File: src/include/duc_sine_table.svh
// Sine lookup for the NCO and the reference model, include inside a module body after the package import

// ----------------------------------------
// One full turn in 64 steps, amplitude 32767
// ----------------------------------------
// Cosine is read a quarter turn ahead (index + 16)
localparam logic signed [15:0] SINE_TABLE [64] = '{
  16'sd0,      16'sd3212,   16'sd6393,   16'sd9512,
  16'sd12539,  16'sd15446,  16'sd18204,  16'sd20787,
  16'sd23170,  16'sd25329,  16'sd27245,  16'sd28898,
  16'sd30273,  16'sd31356,  16'sd32137,  16'sd32609,
  16'sd32767,  16'sd32609,  16'sd32137,  16'sd31356,
  16'sd30273,  16'sd28898,  16'sd27245,  16'sd25329,
  16'sd23170,  16'sd20787,  16'sd18204,  16'sd15446,
  16'sd12539,  16'sd9512,   16'sd6393,   16'sd3212,
  16'sd0,      -16'sd3212,  -16'sd6393,  -16'sd9512,
  -16'sd12539, -16'sd15446, -16'sd18204, -16'sd20787,
  -16'sd23170, -16'sd25329, -16'sd27245, -16'sd28898,
  -16'sd30273, -16'sd31356, -16'sd32137, -16'sd32609,
  -16'sd32767, -16'sd32609, -16'sd32137, -16'sd31356,
  -16'sd30273, -16'sd28898, -16'sd27245, -16'sd25329,
  -16'sd23170, -16'sd20787, -16'sd18204, -16'sd15446,
  -16'sd12539, -16'sd9512,  -16'sd6393,  -16'sd3212
};
File: src/hdl/duc_pkg.sv
// Shared widths, settings addresses and reset values of the up-converter chain, compile first

package duc_pkg;

  // ----------------------------------------
  // Data path widths
  // ----------------------------------------

  // One I or Q component, Q sits in the upper half of an item
  localparam int SAMPLE_W    = 16;
  localparam int ITEM_W      = 2 * SAMPLE_W;

  // NCO phase and table address (top bits of the phase)
  localparam int PHASE_W     = 16;
  localparam int TABLE_ABITS = 6;

  // Unsigned Q1.14 gain
  localparam int SCALE_W     = 16;

  // Largest repeat count of the interpolator
  localparam int INTERP_MAX  = 16;

  // ----------------------------------------
  // Settings bus map
  // ----------------------------------------

  // Writes and readback share one 8-bit space
  typedef enum logic [7:0] {
    RB_COMPAT     = 8'h00,
    RB_INTERP_MAX = 8'h01,
    RB_FREQ       = 8'h02,
    SR_FREQ       = 8'h10,
    SR_SCALE      = 8'h11,
    SR_INTERP     = 8'h12,
    SR_CLEAR      = 8'h13
  } reg_addr_e;

  localparam logic [31:0]        COMPAT_NUM   = 32'h0000_0001;
  localparam logic [31:0]        RB_DEFAULT   = 32'h0BAD_C0DE;

  // Unity gain and no rate change out of reset
  localparam logic [SCALE_W-1:0] SCALE_RESET  = 16'd16384;
  localparam logic [4:0]         INTERP_RESET = 5'd1;

  // Interpolator hold states
  typedef enum logic {
    S_IDLE,
    S_HOLD
  } interp_state_e;

endpackage

File: src/hdl/duc_settings.sv
// Settings-bus register file of the up-converter, instanced once in duc_top
`timescale 1ns/10ps
`default_nettype none

module duc_settings (
  input  logic                        ce_clk,
  input  logic                        i_rst,

  // Write side
  input  logic                        i_set_stb,
  input  logic [7:0]                  i_set_addr,
  input  logic [31:0]                 i_set_data,

  // Readback side
  input  logic [7:0]                  i_rb_addr,
  output logic [31:0]                 o_rb_data,

  // Register outputs to the chain
  output logic [duc_pkg::PHASE_W-1:0] o_freq,
  output logic [duc_pkg::SCALE_W-1:0] o_scale,
  output logic [4:0]                  o_interp,
  output logic                        o_clear
);

  import duc_pkg::*;

  logic [4:0] interp_clip;

  // Factor is stored already limited to 1..INTERP_MAX
  always_comb begin
    if (i_set_data == 32'd0) begin
      interp_clip = 5'd1;
    end else if (i_set_data > 32'(INTERP_MAX)) begin
      interp_clip = 5'(INTERP_MAX);
    end else begin
      interp_clip = i_set_data[4:0];
    end
  end

  // ----------------------------------------
  // Write decode
  // ----------------------------------------

  always_ff @(posedge ce_clk) begin
    if (i_rst) begin
      o_freq   <= '0;
      o_scale  <= SCALE_RESET;
      o_interp <= INTERP_RESET;
      o_clear  <= 1'b0;
    end else begin
      // Clear is a strobe, only one cycle wide
      o_clear <= 1'b0;
      if (i_set_stb) begin
        case (reg_addr_e'(i_set_addr))
          SR_FREQ:   o_freq   <= i_set_data[PHASE_W-1:0];
          SR_SCALE:  o_scale  <= i_set_data[SCALE_W-1:0];
          SR_INTERP: o_interp <= interp_clip;
          SR_CLEAR:  o_clear  <= 1'b1;
          default:   ;
        endcase
      end
    end
  end

  // ----------------------------------------
  // Readback mux
  // ----------------------------------------

  // Registered, so data follows the address by one clock
  always_ff @(posedge ce_clk) begin
    case (reg_addr_e'(i_rb_addr))
      RB_COMPAT:     o_rb_data <= COMPAT_NUM;
      RB_INTERP_MAX: o_rb_data <= 32'(INTERP_MAX);
      RB_FREQ:       o_rb_data <= 32'(o_freq);
      default:       o_rb_data <= RB_DEFAULT;
    endcase
  end

endmodule

`default_nettype wire

File: config.mk
export PLATFORM = sky130hd
export DESIGN_NAME = duc_settings
export DESIGN_NICKNAME = d
export VERILOG_FILES = /design/src/include/duc_sine_table.svh /design/src/hdl/duc_pkg.sv /design/src/hdl/duc_settings.sv
export SDC_FILE = /design/constraint.sdc
export NUM_CORES = 1
export LEC_CHECK = 0
export ABC_AREA = 1
export BUFFER_PORTS_ARGS = -buffer_cell sky130_fd_sc_hd__buf_2
export CAP_MARGIN = 20
export CORE_MARGIN = 10
export CORE_UTILIZATION = 44
export DETAILED_ROUTE_END_ITERATION = 12
export PLACE_DENSITY = 0.9
export SLEW_MARGIN = 0
export SYNTH_ARGS = -nofsm -noshare
export SYNTH_HDL_FRONTEND = slang
export SYNTH_SLANG_ARGS = --single-unit
File: constraint.sdc
create_clock -name ce_clk -period 1.2 [get_ports ce_clk]
set_input_delay 0.12 -clock ce_clk [delete_from_list [all_inputs] [get_ports ce_clk]]
set_output_delay 0.12 -clock ce_clk [all_outputs]
set_load 0.005 [all_outputs]
==> run summary <==
The signal on the critical path passes through buf_2. For flop-to-flop paths, the worst setup slack is 0.57 ns. Routed wire length per instance: 13.7 um. The run gives 0 as the final count of pins violating max slew. The layout filler cell count was 450. TritonCTS built the clock tree. Before CTS, the worst setup slack after placement is -0.0772 ns. The cell type group with the largest total delay on the critical path is flip-flops. Kind of path behind the tightest hold check: primary input to register. The max-capacitance violation count is 0. Measured in cells, the most critical reg-to-reg path has a length of 2. The area growth from synthesis to layout is 30.8%. In this run, the number of DRC markers left after iteration 0 of detailed routing was 92.

The run gives 0 as the antenna diode count. The length of the first detailed-routing pass in iterations came out at 4. The path with the worst hold slack has its endpoint at o_rb_data[0]$_DFF_P_. The number of antenna violations at the first check in global routing is 0. The detail route stage leaves a number of antenna-violating nets equal to 0. The via count of the first global-routing pass is 2178. In this run the most critical hold path is launched from i_rb_addr[1].

Measured along the y axis, the die boundary spans 91.2 um. The flow ran to the end, and the final reports show no timing, DRC or antenna violations. In this run, post-CTS repair resized a total of 0 instances. The total half-perimeter wirelength after legalization and detailed placement is 5.12 mm. The clock root buffer is clkbuf_8. The final critical path takes up 83.6% of the cycle. The DRC violation count after routing is 0. Setup slack on the critical path of the routed design comes to 0.197 ns. The launching element type of the critical path is a register.

Cell area after synthesis: 0.00223 mm2. The slowest stage of the critical path belongs to the cell dfxtp_1. The die covers 0.00833 mm2. For this design the ratio of total power to cell area is 1060 mW/mm2.

The endpoint identified for the worst register-to-register timing path is o_interp[0]$_SDFFE_PP1P_. Total power for the finished layout comes to 0.00310 W. Startpoint of the worst register-to-register path: o_interp[0]$_SDFFE_PP1P_. After clock tree synthesis, the clock-pin slew on the worst setup and hold paths is 0.09 ns. 121 I/O pins were placed. The tools report the number of buffers between clock root and the deepest sink as 2. Sequential cells were found to cover 49.3% of the synthesized design area.

The run gives 0.00800 ns as the final setup skew. Routability-driven placement finished with a final weighted congestion of 0.805. Maximum vdd ir drop: 0.534 mV.

In this run the horizontal extent of the chip is 91.2 um. Clock tree synthesis inserted a total of 5 buffers. Type of destination of the critical path: a primary output. The number of buffers and inverters on the critical path came out at 1. The final layout contains 435 nets. The run gives 2091 as the vias after detailed routing.

A synthesized cell averages 8.12 um2. After detailed routing, the number of vias per cell comes to 4.63. The largest single stage delay on the critical path is 0.43 ns. The number of hold-slack violations in the final timing report is 0. The maximum fanout encountered on the critical timing path came out at 8.

The logs give 0 for the count of buffers added by post-CTS timing repair for setup and 997 MHz for the maximum clock frequency. Data on the critical path arrives at its endpoint at 0.88 ns. Hold repair after CTS inserted 0 buffers.

The largest net degree at the start of global routing came out at 35. The initial utilization of the core area, before any placement, comes to 46.4%. Setup repair after global routing left no endpoint under its margin.

The hold path depth came out at 2. Global-route usage over all layers: 14.3%. The final routed wirelength across all metal layers was 6.20 mm; the overflow left after global routing was 0. The clock network latency to the later pin of the worst-skew pair is 0.30 ns, and the clock sink count is 55. In this run the core area contains 25 standard-cell rows. The Yosys step of the flow raised 0 warnings. In the final timing run, aggregate negative setup slack is 0 ns.

At the worst endpoint, the required time is 1.08 ns. The run gives 0.00482 mm2 as the placeable core region. The number of different library cells used by synthesis comes to 25.

The share of final-layout standard cells stronger than drive strength 1 was 39.0%; the static leakage was 1.35 nW. The tools report the total setup violations reported at the end of the flow as 0. After technology mapping, the gate count stands at 275. The final critical delay including setup and external delays is 1.00 ns, and the post-synthesis sequential element count is 55. The first global-routing pass estimated 9.98 mm of wire. CTS built an H-tree with a depth of 2. The count of buffers added on input and output ports is 112. The critical path is of the register to primary output type.
## kinds of logic after synthesis
| kind of cell | count (synthesis) | synth area share [%] |
|---|---|---|
| AOI/OAI and AO/OA | 78 | 20.6 |
| and+or+nand+nor | 72 | 14.6 |
| buffers and inverters | 69 | 15.3 |
| DFF | 55 | 49.3 |
| other | 1 | 0.168 |
## how the worst max path moves through the flow
stage,start,to,cells after the start
floorplan,i_set_addr[7],o_scale[10]$_SDFFE_PP0P_,6
global placement,i_set_addr[7],o_scale[0]$_SDFFE_PP0P_,7
detailed placement,i_set_addr[7],o_scale[4]$_SDFFE_PP0P_,7
CTS,o_rb_data[25]$_DFF_P_,o_rb_data[23],1
global route,i_set_addr[0],o_interp[2]$_SDFFE_PP0P_,7
finish,o_rb_data[25]$_DFF_P_,o_rb_data[23],1
## cell usage in the layout, fill, tap and decap left out, types with 2 or more instances in the layout
cell type and n:
nand3_1 10, dfxtp_1 55, buf_4 5, clkbuf_8 6, a21oi_2 14, inv_1 44, nand2_1 18, a21oi_1 24
o21ai_0 11, o21ai_1 24, nor3_1 3, buf_12 3, nor2_1 32, nand4_1 2, o21ai_2 4, conb_1 8
buf_2 112
## where the power goes
group          total [W]  switching [W]  internal [W]
combinational   0.000240       0.000133      0.000107
sequential       0.00183     0.00000223       0.00183
clock            0.00103       0.000558      0.000474
total            0.00310       0.000692       0.00241
## flip-flops by register name, summed over array words and instances, names as in the netlist
| register | flops |
|---|---|
| o_scale | 16 |
| o_clear | 1 |
| o_interp | 5 |
| o_freq | 16 |
| o_rb_data | 17 |
## cell usage after synthesis (all sizes together)
master | number | area share (%)
a21oi | 38 | 11
and3 | 1 | 0.28
buf | 21 | 7.2
clkbuf | 4 | 0.67
conb | 1 | 0.17
dfxtp | 55 | 49
inv | 44 | 7.4
nand2 | 19 | 3.3
nand3 | 11 | 2.7
nand3b | 1 | 0.34
nand4 | 2 | 0.56
nor2 | 33 | 5.7
nor3 | 4 | 1.4
o211ai | 1 | 0.34
o21ai | 39 | 9.4
or2 | 1 | 0.39
## cell type report
type / instances / area [um2] / share of cell area, %
timing repair buffer: 120 / 658 / 22.5
inverter: 44 / 165 / 5.66
sequential: 55 / 1100 / 37.7
multi-input combinational: 158 / 817 / 28.0
clock inverter: 1 / 8.76 / 0.300
clock buffer: 7 / 86.3 / 2.96
tap: 67 / 83.8 / 2.87
## through the flow
step                instances  hold slack (ns)  util (%)  area, um2
finish                    452           0.0276      60.6       2920
global route              452           0.0140      60.6       2920
CTS                       452           0.0186      60.6       2920
detailed placement        444            0.340      58.6       2830
global placement          444            0.332      58.6       2830
floorplan                 282            0.189         -       2260
## layer usage
layer  vias up  GRT usage (%)  wire, um
li1       1074              -         -
met1       922           13.9      2350
met2        87           26.1      3150
met3         8           6.17       583
met4         0           5.48       117
met5         -              0         0
(Power assumes the default switching activity.)
