### config.mk
export PLATFORM = sky130hd
export DESIGN_NAME = duc_mixer
export DESIGN_NICKNAME = d
export VERILOG_FILES = /design/src/include/duc_sine_table.svh /design/src/hdl/duc_pkg.sv /design/src/hdl/duc_mixer.sv
export SDC_FILE = /design/constraint.sdc
export NUM_CORES = 2
export LEC_CHECK = 0
export BUFFER_PORTS_ARGS = -buffer_cell sky130_fd_sc_hd__buf_4
export CAP_MARGIN = 20
export CORE_ASPECT_RATIO = 1.25
export CORE_MARGIN = 5
export CORE_UTILIZATION = 67
export DETAILED_ROUTE_END_ITERATION = 6
export PLACE_DENSITY_LB_ADDON = 0.12
export SLEW_MARGIN = 20
export SYNTH_ARGS = -nofsm -noshare
export SYNTH_HDL_FRONTEND = slang
export SYNTH_SLANG_ARGS = --single-unit
### constraint.sdc
create_clock -name ce_clk -period 10.3 [get_ports ce_clk]
set_input_delay 0.515 -clock ce_clk [delete_from_list [all_inputs] [get_ports ce_clk]]
set_output_delay 0.515 -clock ce_clk [all_outputs]
set_load 0.05 [all_outputs]
### src/include/duc_sine_table.svh
// Sine lookup for the NCO and the reference model, include inside a module body after the package import

// ----------------------------------------
// One full turn in 64 steps, amplitude 32767
// ----------------------------------------
// Cosine is read a quarter turn ahead (index + 16)
localparam logic signed [15:0] SINE_TABLE [64] = '{
  16'sd0,      16'sd3212,   16'sd6393,   16'sd9512,
  16'sd12539,  16'sd15446,  16'sd18204,  16'sd20787,
  16'sd23170,  16'sd25329,  16'sd27245,  16'sd28898,
  16'sd30273,  16'sd31356,  16'sd32137,  16'sd32609,
  16'sd32767,  16'sd32609,  16'sd32137,  16'sd31356,
  16'sd30273,  16'sd28898,  16'sd27245,  16'sd25329,
  16'sd23170,  16'sd20787,  16'sd18204,  16'sd15446,
  16'sd12539,  16'sd9512,   16'sd6393,   16'sd3212,
  16'sd0,      -16'sd3212,  -16'sd6393,  -16'sd9512,
  -16'sd12539, -16'sd15446, -16'sd18204, -16'sd20787,
  -16'sd23170, -16'sd25329, -16'sd27245, -16'sd28898,
  -16'sd30273, -16'sd31356, -16'sd32137, -16'sd32609,
  -16'sd32767, -16'sd32609, -16'sd32137, -16'sd31356,
  -16'sd30273, -16'sd28898, -16'sd27245, -16'sd25329,
  -16'sd23170, -16'sd20787, -16'sd18204, -16'sd15446,
  -16'sd12539, -16'sd9512,  -16'sd6393,  -16'sd3212
};
### src/hdl/duc_pkg.sv
// Shared widths, settings addresses and reset values of the up-converter chain, compile first

package duc_pkg;

  // ----------------------------------------
  // Data path widths
  // ----------------------------------------

  // One I or Q component, Q sits in the upper half of an item
  localparam int SAMPLE_W    = 16;
  localparam int ITEM_W      = 2 * SAMPLE_W;

  // NCO phase and table address (top bits of the phase)
  localparam int PHASE_W     = 16;
  localparam int TABLE_ABITS = 6;

  // Unsigned Q1.14 gain
  localparam int SCALE_W     = 16;

  // Largest repeat count of the interpolator
  localparam int INTERP_MAX  = 16;

  // ----------------------------------------
  // Settings bus map
  // ----------------------------------------

  // Writes and readback share one 8-bit space
  typedef enum logic [7:0] {
    RB_COMPAT     = 8'h00,
    RB_INTERP_MAX = 8'h01,
    RB_FREQ       = 8'h02,
    SR_FREQ       = 8'h10,
    SR_SCALE      = 8'h11,
    SR_INTERP     = 8'h12,
    SR_CLEAR      = 8'h13
  } reg_addr_e;

  localparam logic [31:0]        COMPAT_NUM   = 32'h0000_0001;
  localparam logic [31:0]        RB_DEFAULT   = 32'h0BAD_C0DE;

  // Unity gain and no rate change out of reset
  localparam logic [SCALE_W-1:0] SCALE_RESET  = 16'd16384;
  localparam logic [4:0]         INTERP_RESET = 5'd1;

  // Interpolator hold states
  typedef enum logic {
    S_IDLE,
    S_HOLD
  } interp_state_e;

endpackage

### src/hdl/duc_mixer.sv
// Complex mixer with scale and saturation, two pipeline stages that stall together
`timescale 1ns/10ps
`default_nettype none

module duc_mixer (
  input  logic                                ce_clk,
  input  logic                                i_rst,
  input  logic                                i_clear,
  input  logic [duc_pkg::SCALE_W-1:0]         i_scale,

  // Interpolated input stream
  input  logic                                i_in_valid,
  output logic                                o_in_ready,
  input  logic [duc_pkg::ITEM_W-1:0]          i_in_data,
  input  logic                                i_in_last,

  // NCO values and phase step
  input  logic signed [duc_pkg::SAMPLE_W-1:0] i_cos,
  input  logic signed [duc_pkg::SAMPLE_W-1:0] i_sin,
  output logic                                o_step,

  // Output stream
  output logic                                o_out_valid,
  input  logic                                i_out_ready,
  output logic [duc_pkg::ITEM_W-1:0]          o_out_data,
  output logic                                o_out_last
);

  import duc_pkg::*;

  logic                               adv;
  logic                               acc;
  logic signed [SAMPLE_W-1:0]         x_i;
  logic signed [SAMPLE_W-1:0]         x_q;
  logic                               s1_valid;
  logic                               s1_last;
  logic signed [2*SAMPLE_W-1:0]       s1_p_ic;
  logic signed [2*SAMPLE_W-1:0]       s1_p_qs;
  logic signed [2*SAMPLE_W-1:0]       s1_p_is;
  logic signed [2*SAMPLE_W-1:0]       s1_p_qc;
  logic signed [2*SAMPLE_W:0]         sum_i;
  logic signed [2*SAMPLE_W:0]         sum_q;
  logic signed [SAMPLE_W+1:0]         sh_i;
  logic signed [SAMPLE_W+1:0]         sh_q;
  logic signed [SCALE_W:0]            scale_s;
  logic signed [SAMPLE_W+SCALE_W+2:0] scl_i;
  logic signed [SAMPLE_W+SCALE_W+2:0] scl_q;

  // Drop the Q1.14 fraction and clip to the sample range
  function automatic logic [SAMPLE_W-1:0] saturate(
    input logic signed [SAMPLE_W+SCALE_W+2:0] v
  );
    logic signed [SAMPLE_W+SCALE_W+2:0] s;
    s = v >>> 14;
    if (s > 35'sd32767) begin
      saturate = 16'h7FFF;
    end else if (s < -35'sd32768) begin
      saturate = 16'h8000;
    end else begin
      saturate = s[SAMPLE_W-1:0];
    end
  endfunction

  // Whole pipe moves when the output slot is free or draining
  assign adv        = ~o_out_valid | i_out_ready;
  assign acc        = adv & i_in_valid;
  assign o_in_ready = adv;
  assign o_step     = acc;

  assign x_i = i_in_data[SAMPLE_W-1:0];
  assign x_q = i_in_data[ITEM_W-1:SAMPLE_W];

  // ----------------------------------------
  // Stage 1, partial products
  // ----------------------------------------

  always_ff @(posedge ce_clk) begin
    if (acc) begin
      s1_p_ic <= x_i * i_cos;
      s1_p_qs <= x_q * i_sin;
      s1_p_is <= x_i * i_sin;
      s1_p_qc <= x_q * i_cos;
      s1_last <= i_in_last;
    end
  end

  // ----------------------------------------
  // Stage 2, combine, scale, saturate
  // ----------------------------------------

  always_comb begin
    sum_i   = s1_p_ic - s1_p_qs;
    sum_q   = s1_p_is + s1_p_qc;
    // Arithmetic shift by 15 taken as a slice
    sh_i    = sum_i[2*SAMPLE_W:15];
    sh_q    = sum_q[2*SAMPLE_W:15];
    scale_s = {1'b0, i_scale};
    scl_i   = sh_i * scale_s;
    scl_q   = sh_q * scale_s;
  end

  always_ff @(posedge ce_clk) begin
    if (adv && s1_valid) begin
      o_out_data <= {saturate(scl_q), saturate(scl_i)};
      o_out_last <= s1_last;
    end
  end

  // Valid bits, clear flushes older items but keeps this cycle's accept
  always_ff @(posedge ce_clk) begin
    if (i_rst) begin
      s1_valid    <= 1'b0;
      o_out_valid <= 1'b0;
    end else begin
      if (adv) begin
        s1_valid <= i_in_valid;
      end else if (i_clear) begin
        s1_valid <= 1'b0;
      end
      if (i_clear) begin
        o_out_valid <= 1'b0;
      end else if (adv) begin
        o_out_valid <= s1_valid;
      end
    end
  end

endmodule

`default_nettype wire

==> impl_metrics.env <==
export IMPL_outcome="complete, no violations"
export IMPL_cts_inserted_buffers=17
export IMPL_antenna_found_initial=11
export IMPL_crit_end="o_out_data[8]"
export IMPL_coreArea_mm2=0.102
export IMPL_worstMarginPinSlew_ns=0.969
export IMPL_syn_nets=9632
export IMPL_wl_per_cell_um=19.0
export IMPL_worstReg2RegStart="s1_p_ic[13]"
export IMPL_grt_usage_pct=31.4
export IMPL_via_per_inst=5.70
export IMPL_dieArea_mm2=0.109
export IMPL_synth_main_ff_cell="edfxtp_1"
export IMPL_row_count=131
export IMPL_drive_above_1_share_pct=3.81
export IMPL_synth_top_cell_by_area="fa_1"
export IMPL_finalCritPeriodShare_pct=96.0
export IMPL_finalMaxSlewViolations=0
export IMPL_syn_area_mm2=0.0685
export IMPL_start_util_pct=67.3
export IMPL_synth_avg_cell_area_um2=9.32
export IMPL_hold_buffers=0
export IMPL_skew_ns=0.0212
export IMPL_clock_path_buffers=2
export IMPL_drt_wl_total_um=163000
export IMPL_netlist_cell_type_count=79
export IMPL_hp_start="i_clear"
export IMPL_first_pass_iters=5
export IMPL_cp_required_ns=10.57
export IMPL_crit_top_cell="fa_1"
export IMPL_ant_nets=0
export IMPL_dp_hpwl_um=131000
export IMPL_grt_pass1_vias=55323
export IMPL_min_path_type="primary input to flip-flop"
export IMPL_synth_seq_cells=164
export IMPL_nFillCells=7998
export IMPL_ys_seq_area_share_pct=7.16
export IMPL_cts_tree="yes"
export IMPL_grt_overflow=0
export IMPL_insertion_delay_ns=0.50
export IMPL_io_pins=122
export IMPL_cp_slowest_stage_delay_ns=0.52
export IMPL_area_delta_synth_final_pct=3.86
export IMPL_via_count=48814
export IMPL_synth_area_leaders="fa_1, ha_1, inv_1, edfxtp_1, and2_1"
export IMPL_synth_enable_flop_cells=162
export IMPL_final_setup_viol_count=0
export IMPL_max_cap_violations=0
export IMPL_htree_levels=4
export IMPL_max_freq_mhz=101
export IMPL_final_cell_mix="inv_1, fa_1, nand2_1"
export IMPL_die_w_um=296
export IMPL_crit_type="flip-flop to flip-flop"
export IMPL_worst_ep_arrival_time_ns=10.15
export IMPL_setup_tns_ns=0
export IMPL_nets=9507
export IMPL_portBuffers=121
export IMPL_r2r_cells=35
export IMPL_crit_fanout=8
export IMPL_grt_max_degree=102
export IMPL_hold_violations=0
export IMPL_start_kind="flip-flop"
export IMPL_relSlewSlack_pct=33.7
export IMPL_gp_routability_congestion=0.878
export IMPL_slowest_stage="fa_1"
export IMPL_synthArstFlopShare_pct=0
export IMPL_synth_top_area_share_pct=47.6
export IMPL_syn_inst=7352
export IMPL_dieHeight_um=367
export IMPL_drc_errors=0
export IMPL_r2r_end="o_out_data[8]"
export IMPL_clk_pin_slew_ns=0.09
export IMPL_final_common_cell="inv_1"
export IMPL_end_kind="flip-flop"
export IMPL_drt_initial_drc_count=2478
export IMPL_r2r_slack_ns=0.41
export IMPL_grt_pass1_wl_um=272000
export IMPL_cts_sinks=164
export IMPL_ys_warn_count=0
export IMPL_cp_startpoint="s1_p_ic[13]"
export IMPL_cts_root_buffer="clkbuf_16"
export IMPL_fin_crit_ns=9.89
[area by class of cell]
class                           instances  area, um2  area share [%]
Clock inverter                         15        196           0.276
Inverter                             1876       7040            9.90
Tap cell                             1330       1660            2.34
Sequential cell                       164       4900            6.90
Antenna cell                            1       2.50         0.00352
Clock buffer                           17        425           0.598
Multi-Input combinational cell       4989      55500            78.1
Timing Repair Buffer                  179       1380            1.94
[cells in the mapped netlist, types with 28 or more instances]
library cell	count
and2_1	608
and3_1	28
nand3_1	61
fa_1	1630
clkbuf_1	315
xor2_1	51
edfxtp_1	162
nand2_1	981
nor3_1	32
xnor2_1	152
nor2_1	98
nand2b_1	113
ha_1	564
a21oi_1	138
inv_1	1876
o21bai_1	29
a21o_1	91
o21ai_0	86
[metal layers]
layer  vias up  wire length, um  GRT usage [%]
met5         -               60              0
met4         8             8280           13.6
met3       623             9600           3.97
met2      1677            85900           57.6
met1     25071            59100           37.0
li1      21435                -              -
[critical path: cells and delay by family (launching register included)]
family / cells / cell delay (ns)
AOI/OAI and AO/OA: 17 / 4.12
adders and majority gates: 8 / 3.66
buffers and inverters: 5 / 0.49
DFF: 1 / 0.38
muxes: 1 / 0.16
and+or+nand+nor: 4 / 0.87
[how the worst min path moves through the flow]
stage               slack [ns]          end  depth (start not counted)
floorplan                 0.40   o_out_last                          0
global placement          0.41   o_out_last                          0
detailed placement        0.41   o_out_last                          0
CTS                       0.14     s1_valid                          2
global route              0.15     s1_valid                          2
finish                    0.18  o_out_valid                          2
[cell families after synthesis]
logic type	Yosys count	synth area share, %
AOI/OAI and AO/OA	516	5.04
xor gates and xnor gates	203	2.60
adders and majority gates	2194	58.0
buffers and inverters	2200	12.1
DFF	164	7.16
muxes	28	0.424
and+or+nand+nor	2047	14.7
[state kept, by name, summed over array words and instances, names as in the netlist]
register     cells
s1_valid         1
s1_last          1
o_out_last       1
o_out_data      32
s1_p_qs         32
s1_p_qc         32
s1_p_is         32
o_out_valid      1
s1_p_ic         32
[stage by stage]
stage | cells | hold slack (ns) | cell area [um2] | setup slack [ns] | util [%]
after CTS | 8562 | 0.142 | 70900 | 0.0501 | 69.6
final | 8571 | 0.178 | 71100 | 0.410 | 69.9
after global placement | 8530 | 0.406 | 70300 | 0.367 | 69.0
after global routing | 8570 | 0.154 | 71100 | -0.0805 | 69.9
after floorplan | 7352 | 0.400 | 68500 | 0.988 | -
after detailed placement | 8530 | 0.414 | 70300 | 0.123 | 69.0
[what timing repair did]
| item | 4_1_cts | 5_1_grt |
|---|---|---|
| buffers inserted | 0 | 7 |
| setup endpoints to repair | 0 | 31 |
| gates resized for setup | 0 | 32 |
Power is left out: the tool's default activity adds up to more than one toggle a clock period on the data nets, which glitch-free logic cannot reach.
