File: src/include/duc_sine_table.svh
// Sine lookup for the NCO and the reference model, include inside a module body after the package import

// ----------------------------------------
// One full turn in 64 steps, amplitude 32767
// ----------------------------------------
// Cosine is read a quarter turn ahead (index + 16)
localparam logic signed [15:0] SINE_TABLE [64] = '{
  16'sd0,      16'sd3212,   16'sd6393,   16'sd9512,
  16'sd12539,  16'sd15446,  16'sd18204,  16'sd20787,
  16'sd23170,  16'sd25329,  16'sd27245,  16'sd28898,
  16'sd30273,  16'sd31356,  16'sd32137,  16'sd32609,
  16'sd32767,  16'sd32609,  16'sd32137,  16'sd31356,
  16'sd30273,  16'sd28898,  16'sd27245,  16'sd25329,
  16'sd23170,  16'sd20787,  16'sd18204,  16'sd15446,
  16'sd12539,  16'sd9512,   16'sd6393,   16'sd3212,
  16'sd0,      -16'sd3212,  -16'sd6393,  -16'sd9512,
  -16'sd12539, -16'sd15446, -16'sd18204, -16'sd20787,
  -16'sd23170, -16'sd25329, -16'sd27245, -16'sd28898,
  -16'sd30273, -16'sd31356, -16'sd32137, -16'sd32609,
  -16'sd32767, -16'sd32609, -16'sd32137, -16'sd31356,
  -16'sd30273, -16'sd28898, -16'sd27245, -16'sd25329,
  -16'sd23170, -16'sd20787, -16'sd18204, -16'sd15446,
  -16'sd12539, -16'sd9512,  -16'sd6393,  -16'sd3212
};
File: src/hdl/duc_pkg.sv
// Shared widths, settings addresses and reset values of the up-converter chain, compile first

package duc_pkg;

  // ----------------------------------------
  // Data path widths
  // ----------------------------------------

  // One I or Q component, Q sits in the upper half of an item
  localparam int SAMPLE_W    = 16;
  localparam int ITEM_W      = 2 * SAMPLE_W;

  // NCO phase and table address (top bits of the phase)
  localparam int PHASE_W     = 16;
  localparam int TABLE_ABITS = 6;

  // Unsigned Q1.14 gain
  localparam int SCALE_W     = 16;

  // Largest repeat count of the interpolator
  localparam int INTERP_MAX  = 16;

  // ----------------------------------------
  // Settings bus map
  // ----------------------------------------

  // Writes and readback share one 8-bit space
  typedef enum logic [7:0] {
    RB_COMPAT     = 8'h00,
    RB_INTERP_MAX = 8'h01,
    RB_FREQ       = 8'h02,
    SR_FREQ       = 8'h10,
    SR_SCALE      = 8'h11,
    SR_INTERP     = 8'h12,
    SR_CLEAR      = 8'h13
  } reg_addr_e;

  localparam logic [31:0]        COMPAT_NUM   = 32'h0000_0001;
  localparam logic [31:0]        RB_DEFAULT   = 32'h0BAD_C0DE;

  // Unity gain and no rate change out of reset
  localparam logic [SCALE_W-1:0] SCALE_RESET  = 16'd16384;
  localparam logic [4:0]         INTERP_RESET = 5'd1;

  // Interpolator hold states
  typedef enum logic {
    S_IDLE,
    S_HOLD
  } interp_state_e;

endpackage

File: src/hdl/duc_nco.sv
// Phase accumulator with sine and cosine lookup, stepped once per sample taken by the mixer
`timescale 1ns/10ps
`default_nettype none

module duc_nco (
  input  logic                                ce_clk,
  input  logic                                i_rst,
  input  logic                                i_clear,
  input  logic [duc_pkg::PHASE_W-1:0]         i_freq,
  input  logic                                i_step,
  output logic signed [duc_pkg::SAMPLE_W-1:0] o_cos,
  output logic signed [duc_pkg::SAMPLE_W-1:0] o_sin
);

  import duc_pkg::*;

  `include "duc_sine_table.svh"

  logic [PHASE_W-1:0]     phase;
  logic [TABLE_ABITS-1:0] sin_idx;
  logic [TABLE_ABITS-1:0] cos_idx;

  // ----------------------------------------
  // Phase accumulator
  // ----------------------------------------

  // Wraps modulo 2^PHASE_W, clear wins over a step in the same cycle
  always_ff @(posedge ce_clk) begin
    if (i_rst || i_clear) begin
      phase <= '0;
    end else if (i_step) begin
      phase <= phase + i_freq;
    end
  end

  // ----------------------------------------
  // Table lookup
  // ----------------------------------------

  // Truncated phase, no dither
  assign sin_idx = phase[PHASE_W-1 -: TABLE_ABITS];

  // Cosine is a quarter turn ahead, address wraps in TABLE_ABITS bits
  assign cos_idx = sin_idx + TABLE_ABITS'(2 ** (TABLE_ABITS - 2));

  assign o_sin = SINE_TABLE[sin_idx];
  assign o_cos = SINE_TABLE[cos_idx];

endmodule

`default_nettype wire

File: config.mk
export PLATFORM = sky130hd
export DESIGN_NAME = duc_nco
export DESIGN_NICKNAME = d
export VERILOG_FILES = /design/src/hdl/duc_pkg.sv /design/src/hdl/duc_nco.sv
export VERILOG_INCLUDE_DIRS = /design/src /design/src/include
export SDC_FILE = /design/constraint.sdc
export NUM_CORES = 1
export LEC_CHECK = 0
export BUFFER_PORTS_ARGS = -buffer_cell sky130_fd_sc_hd__buf_2
export CAP_MARGIN = 40
export CORE_MARGIN = 2
export CORE_UTILIZATION = 40
export DETAILED_ROUTE_END_ITERATION = 10
export MAX_ROUTING_LAYER = met4
export PLACE_DENSITY = 0.57
export SYNTH_ARGS = -nofsm -noshare
export SYNTH_HDL_FRONTEND = slang
export SYNTH_SLANG_ARGS = --single-unit
File: constraint.sdc
create_clock -name ce_clk -period 5.9 [get_ports ce_clk]
set_clock_uncertainty 0.1 [all_clocks]
set_input_delay 0 -clock ce_clk [delete_from_list [all_inputs] [get_ports ce_clk]]
set_output_delay 0 -clock ce_clk [all_outputs]
set_load 0.005 [all_outputs]
==> flow_metrics.tcl, run 1 <==
set metrics [dict create \
    finalWorstSetupSlack_ns 2.74 \
    cts_resized 0 \
    numPortBuffers 51 \
    routedWlPerCell_um 17.1 \
    setup_viol 0 \
    crit_required_ns 5.80 \
    drt-vias-per-instance 6.00 \
    antenna_left 0 \
    fin_nets 471 \
    synth.distinct_cells 60 \
    drv_slew 0 \
    critPathLaunch "phase[13]" \
    slew_headroom 0.354 \
    vias 3169 \
    largest_reg_flops 16 \
    final_cell_count_no_fill 528 \
    grt_max_degree 66 \
    reg2reg_to "phase[15]" \
    outcome "finished clean" \
    postPlaceCellArea_um2 3370 \
    synth_area_per_cell_um2 7.83 \
    period_needed_ns 3.16 \
    hold_viol 0 \
    regMostFlops "phase" \
    ys.warnings.count 0 \
    async_flop_share 0 \
    reg2reg_from "phase[13]" \
    synth-main-ff-cell "dfxtp_1" \
    core-area_um2 7690 \
    fill_cells 795 \
    cts.path.max_buffers 2 \
    drive_gt1_frac 0.246 \
    insertion_delay_ns 0.25 \
    design_area_um2 3430 \
    max_freq_ghz 0.317 \
    ios 52 \
    rr_worst_depth 8 \
    antenna_found_initial 0 \
    cts_hold_buf 0 \
    ys_seq_area_frac 0.102 \
    drt_first_pass_iters 5 \
    synth_edf_count 0 \
    clkTransAtPathRegs_ns 0.07 \
    rsz0062_at_grt "no" \
    tritoncts "yes" \
    num_antenna_cells 0 \
    htreeDepth 1 \
    die_y_um 92.7 \
    drc 0 \
    worstSetupStartpointType "flip-flop" \
    p_per_area_nw_per_um2 145 \
    cp_data_arrival_time_ns 3.06 \
    wl_mm 9.03 \
    netlist_instances 402 \
    end_kind "primary output" \
    dp_hpwl_mm 6.79 \
    p_leak_nw 1.39 \
    syn_area_um2 3150 \
    grt_pass1_vias 2791 \
    syn_nets 446 \
    root_buffer "clkbuf_8" \
    synthToLayoutAreaGrowth_pct 8.90 \
    rows 32 \
    gp_congestion 0.994 \
    crit_fanout 30 \
    start_util 0.410 \
    die_area_um2 8600 \
    cts_setup_buffers 0 \
    yosys_register_bits 16 \
    cap_viol_max_count 0 \
    period_share 0.535 \
    criticalPathCategory "flip-flop to primary output" \
    dp_cells 524 \
    whs_ns 0.0101 \
    dp_slack_ns 3.08 \
    cts_sinks 16 \
    r2r_setup_slack_ns 3.16 \
    fp.dieW_um 92.7 \
    grt_pass1_wl_mm 14.5 \
    tns_ns 0 \
    largest_registers "phase: 16 flops" \
    overflow 0 \
    tightest_slew_ns 0.968 \
    ir_drop_uv 98.7 \
    crit_path_end "o_sin[4]" \
    first_iter_violations 355 \
    grt_usage 0.213 \
    hp-class "input pin to flip-flop" \
    tritoncts.num_buffers 3 \
]
[kinds of logic (layout without fill, tap and decap cells)]
| logic type | count (synthesis) | after routing | share of synthesized area |
|---|---|---|---|
| AOI/OAI and AO/OA | 137 | 137 | 0.275 |
| xor gates and xnor gates | 14 | 14 | 0.0389 |
| adders and majority gates | 24 | 24 | 0.0977 |
| buffers and inverters | 43 | 67 | 0.0695 |
| DFF | 16 | 16 | 0.102 |
| muxes | 40 | 40 | 0.232 |
| and+or+nand+nor | 128 | 128 | 0.186 |
[layout by cell type, fill, tap and decap left out, types with 4 or more instances in the layout]
cell type / count
buf_2: 51
nor2_1: 47
a21oi_1: 42
nand2_1: 39
o21ai_0: 29
mux4_2: 26
ha_1: 23
dfxtp_1: 15
nand3_1: 13
o21ai_1: 11
mux2i_1: 11
o31ai_1: 10
xnor2_1: 9
a31oi_1: 9
a21o_1: 7
xor2_1: 5
inv_2: 4
nand2b_1: 4
nor3_1: 4
clkbuf_8: 4
buf_4: 4
[worst min path at each step]
stage	startpoint	end	slack, ns	cells after the start
floorplan	i_rst	phase[8]	0.11	3
global route	i_freq[0]	phase[0]	0.04	4
finish	i_rst	phase[8]	0.01	4
CTS	i_rst	phase[8]	0.006	4
global placement	i_freq[0]	phase[0]	0.26	4
detailed placement	i_rst	phase[13]	0.28	4
[layout make-up]
| class | count | area, um2 | area share |
|---|---|---|---|
| Tap cell | 102 | 128 | 0.0372 |
| Inverter | 8 | 30.0 | 0.00876 |
| Clock buffer | 4 | 55.1 | 0.0161 |
| Timing Repair Buffer | 55 | 285 | 0.0832 |
| Multi-Input combinational cell | 343 | 2610 | 0.761 |
| Sequential cell | 16 | 322 | 0.0938 |
[per-layer routing]
layer  GRT usage  up-vias  part of all wire
li1            -     1555                 -
met1       0.312     1483              0.47
met2       0.325      121              0.45
met3      0.0309       10             0.080
met4      0.0208        0            0.0051
met5           -        -                 0
[report_power, final]
part	switching (W)	internal (W)
Clock	0.0000428	0.0000593
Sequential	0.00000975	0.000113
Combinational	0.000144	0.000129
[stage by stage]
step | util | power, W
2_1_floorplan | - | 0.000324
3_3_place_gp | 0.439 | 0.000395
3_5_place_dp | 0.439 | 0.000396
4_1_cts | 0.446 | 0.000500
5_1_grt | 0.446 | 0.000533
6_report | 0.446 | 0.000498
[critical path, stage by stage, from the launching register on]
cell and delay [ns]:
dfxtp_1 0.96, buf_4 0.39, inv_2 0.21, nor2_1 0.32
a21oi_1 0.08, nand2_1 0.08, o31ai_1 0.11, mux4_2 0.50
buf_2 0.14
[synthesized netlist by cell type, drive strengths merged (3+ instances only)]
cell,number,area share
mux2,3,0.011
mux2i,11,0.035
nor2,47,0.056
xor2,5,0.014
clkbuf,10,0.012
nor3,4,0.0064
mux4,26,0.19
dfxtp,16,0.10
a21o,7,0.017
nand2b,4,0.0079
o211ai,4,0.014
o21bai,3,0.0072
a31oi,10,0.022
inv,7,0.0083
nand3,14,0.024
buf,25,0.048
a211oi,3,0.0072
nand2,40,0.048
o21ai,40,0.064
ha,23,0.091
a21oi,45,0.077
or2,6,0.012
or3,3,0.0060
o31ai,10,0.024
xnor2,9,0.025
(Power assumes the default switching activity.)
==> run 2: changes to the inputs <==
--- a/config.mk
+++ b/config.mk
@@ -12,7 +12,7 @@
 export CORE_UTILIZATION = 40
 export DETAILED_ROUTE_END_ITERATION = 10
 export MAX_ROUTING_LAYER = met4
-export PLACE_DENSITY = 0.57
+export PLACE_DENSITY = 0.59
 export SYNTH_ARGS = -nofsm -noshare
 export SYNTH_HDL_FRONTEND = slang
 export SYNTH_SLANG_ARGS = --single-unit
==> constraint.sdc (replaced) <==
create_clock -name ce_clk -period 2.7 [get_ports ce_clk]
set_clock_uncertainty 0.1 [all_clocks]
set_input_delay 0 -clock ce_clk [delete_from_list [all_inputs] [get_ports ce_clk]]
set_output_delay 0 -clock ce_clk [all_outputs]
set_load 0.005 [all_outputs]
==> run 2 against run 1 <==
Register-to-register slack worse by 2.7 ns. Total power up 110%. Via count up 1.7%. Die area unchanged. Count of clock-buffer cells in the layout down 1. Final cell count up 1.1%. Design area up 1.5%. Setup slack worse by 2.6 ns. Non-clock buffer count up 7. Worst hold slack worse by 0.0013 ns. Sequential share of layout area down 0.14 points. Largest power group unchanged. Highest routed layer unchanged.
==> flow_metrics.tcl, run 2 (synthesis results as in run 1) <==
set metrics [dict create \
    final_cell_count_no_fill 534 \
    crit_slowest_cell "mux4_2" \
    postPlaceCellArea_um2 3440 \
    root_buffer "clkbuf_8" \
    first_iter_violations 417 \
    crit_fanout 9 \
    cts_sinks 16 \
    cts_hold_buf 0 \
    overflow 0 \
    dp_cells 531 \
    fp.dieW_um 92.7 \
    antenna_found_initial 0 \
    grt_max_degree 71 \
    criticalPathCategory "flip-flop to primary output" \
    tns_ns 0 \
    period_share 0.947 \
    synthToLayoutAreaGrowth_pct 10.5 \
    largest_registers "phase: 16 flops" \
    p_per_area_nw_per_um2 303 \
    layout_commonest_cell "buf_2" \
    crit_required_ns 2.60 \
    rows 32 \
    wl_mm 9.06 \
    insertion_delay_ns 0.25 \
    dp_hpwl_mm 6.81 \
    routedWlPerCell_um 17.0 \
    ir_drop_uv 234 \
    die_area_um2 8600 \
    cts.path.max_buffers 2 \
    cp_cell_sequence "inv_2 > ha_1 > or2_1 > a21oi_1 > a21oi_1 > mux4_2 > buf_2" \
    slowest_delay_ns 0.47 \
    gp_congestion 1.00 \
    period_needed_ns 2.56 \
    hp-class "input pin to flip-flop" \
    fin_nets 478 \
    design_area_um2 3480 \
    antenna_left 0 \
    grt_usage 0.219 \
    tritoncts "yes" \
    worstSetupStartpointType "flip-flop" \
    tritoncts.num_buffers 3 \
    die_y_um 92.7 \
    slew_headroom 0.659 \
    numPortBuffers 51 \
    start_util 0.410 \
    final_cell_mix "buf_2 (51), nor2_1 (47), a21oi_1 (42)" \
    cap_viol_max_count 0 \
    drt-vias-per-instance 6.04 \
    cts_resized 0 \
    outcome "finished clean" \
    critPathMostFrequentCell "a21oi_1" \
    setup_viol 0 \
    end_kind "primary output" \
    rsz0062_at_grt "no" \
    cts_setup_buffers 0 \
    r2r_setup_slack_ns 0.44 \
    fin_util 0.453 \
    grt_pass1_vias 2917 \
    largest_reg_flops 16 \
    core-area_um2 7690 \
    cp_top_family "multiplexers" \
    clkTransAtPathRegs_ns 0.07 \
    drc 0 \
    cp_data_arrival_time_ns 2.46 \
    drive_gt1_frac 0.257 \
    drt_first_pass_iters 6 \
    drv_slew 0 \
    ios 52 \
    critPathBufInv 2 \
    num_antenna_cells 0 \
    max_freq_ghz 0.391 \
    hold_viol 0 \
    vias 3223 \
    grt_pass1_wl_mm 15.0 \
    htreeDepth 1 \
    regMostFlops "phase" \
    tightest_slew_ns 0.510 \
    p_leak_nw 1.42 \
]
==> run 2: cell types whose count changed in the layout (fill, tap and decap cells not counted) <==
cell / delta
buf_4: +6
clkbuf_8: -1
buf_12: +1
==> run 2: routing by layer <==
metal	global-route usage	part of all wire
met4	0.0233	0.0075
met5	-	0
met3	0.0269	0.068
met1	0.333	0.49
met2	0.322	0.43
==> run 2: path summary, 6_finish.rpt <==
kind	from	to	cells after the start
setup reg to reg	phase[0]	phase[14]	9
setup / recovery	phase[11]	o_sin[2]	7
hold / removal	i_rst	phase[13]	4
hold reg to reg	phase[2]	phase[2]	2
==> run 2: where the power goes <==
group / leakage [nW] / internal, W / switching [W]
Sequential: 0.131 / 0.000247 / 0.00000867
Combinational: 1.27 / 0.000288 / 0.000330
Clock: 0.0216 / 0.0000990 / 0.0000827
==> run 2: final cells by class <==
class | count | area [um2]
clock buffers | 3 | 41.3
well taps | 102 | 128
flip-flops and latches | 16 | 322
multi-input cells | 343 | 2610
inverters | 8 | 30.0
fillers | 792 | 4210
repair buffers | 62 | 350
==> run 2: through the flow <==
stage | hold slack, ns | total power [W] | setup WS (ns)
after floorplan | 0.114 | 0.000709 | 0.601
after global placement | 0.275 | 0.000868 | 0.491
after detailed placement | 0.274 | 0.000873 | 0.443
after CTS | 0.00176 | 0.00106 | 0.177
after global routing | 0.0375 | 0.00114 | 0.0243
final | 0.00887 | 0.00106 | 0.144
==> run 2: tightest hold or removal path, cell delays in order <==
cell and delay [ns]:
buf_2 0.08, nor2_1 0.04, nand2_1 0.11, o21ai_1 0.08
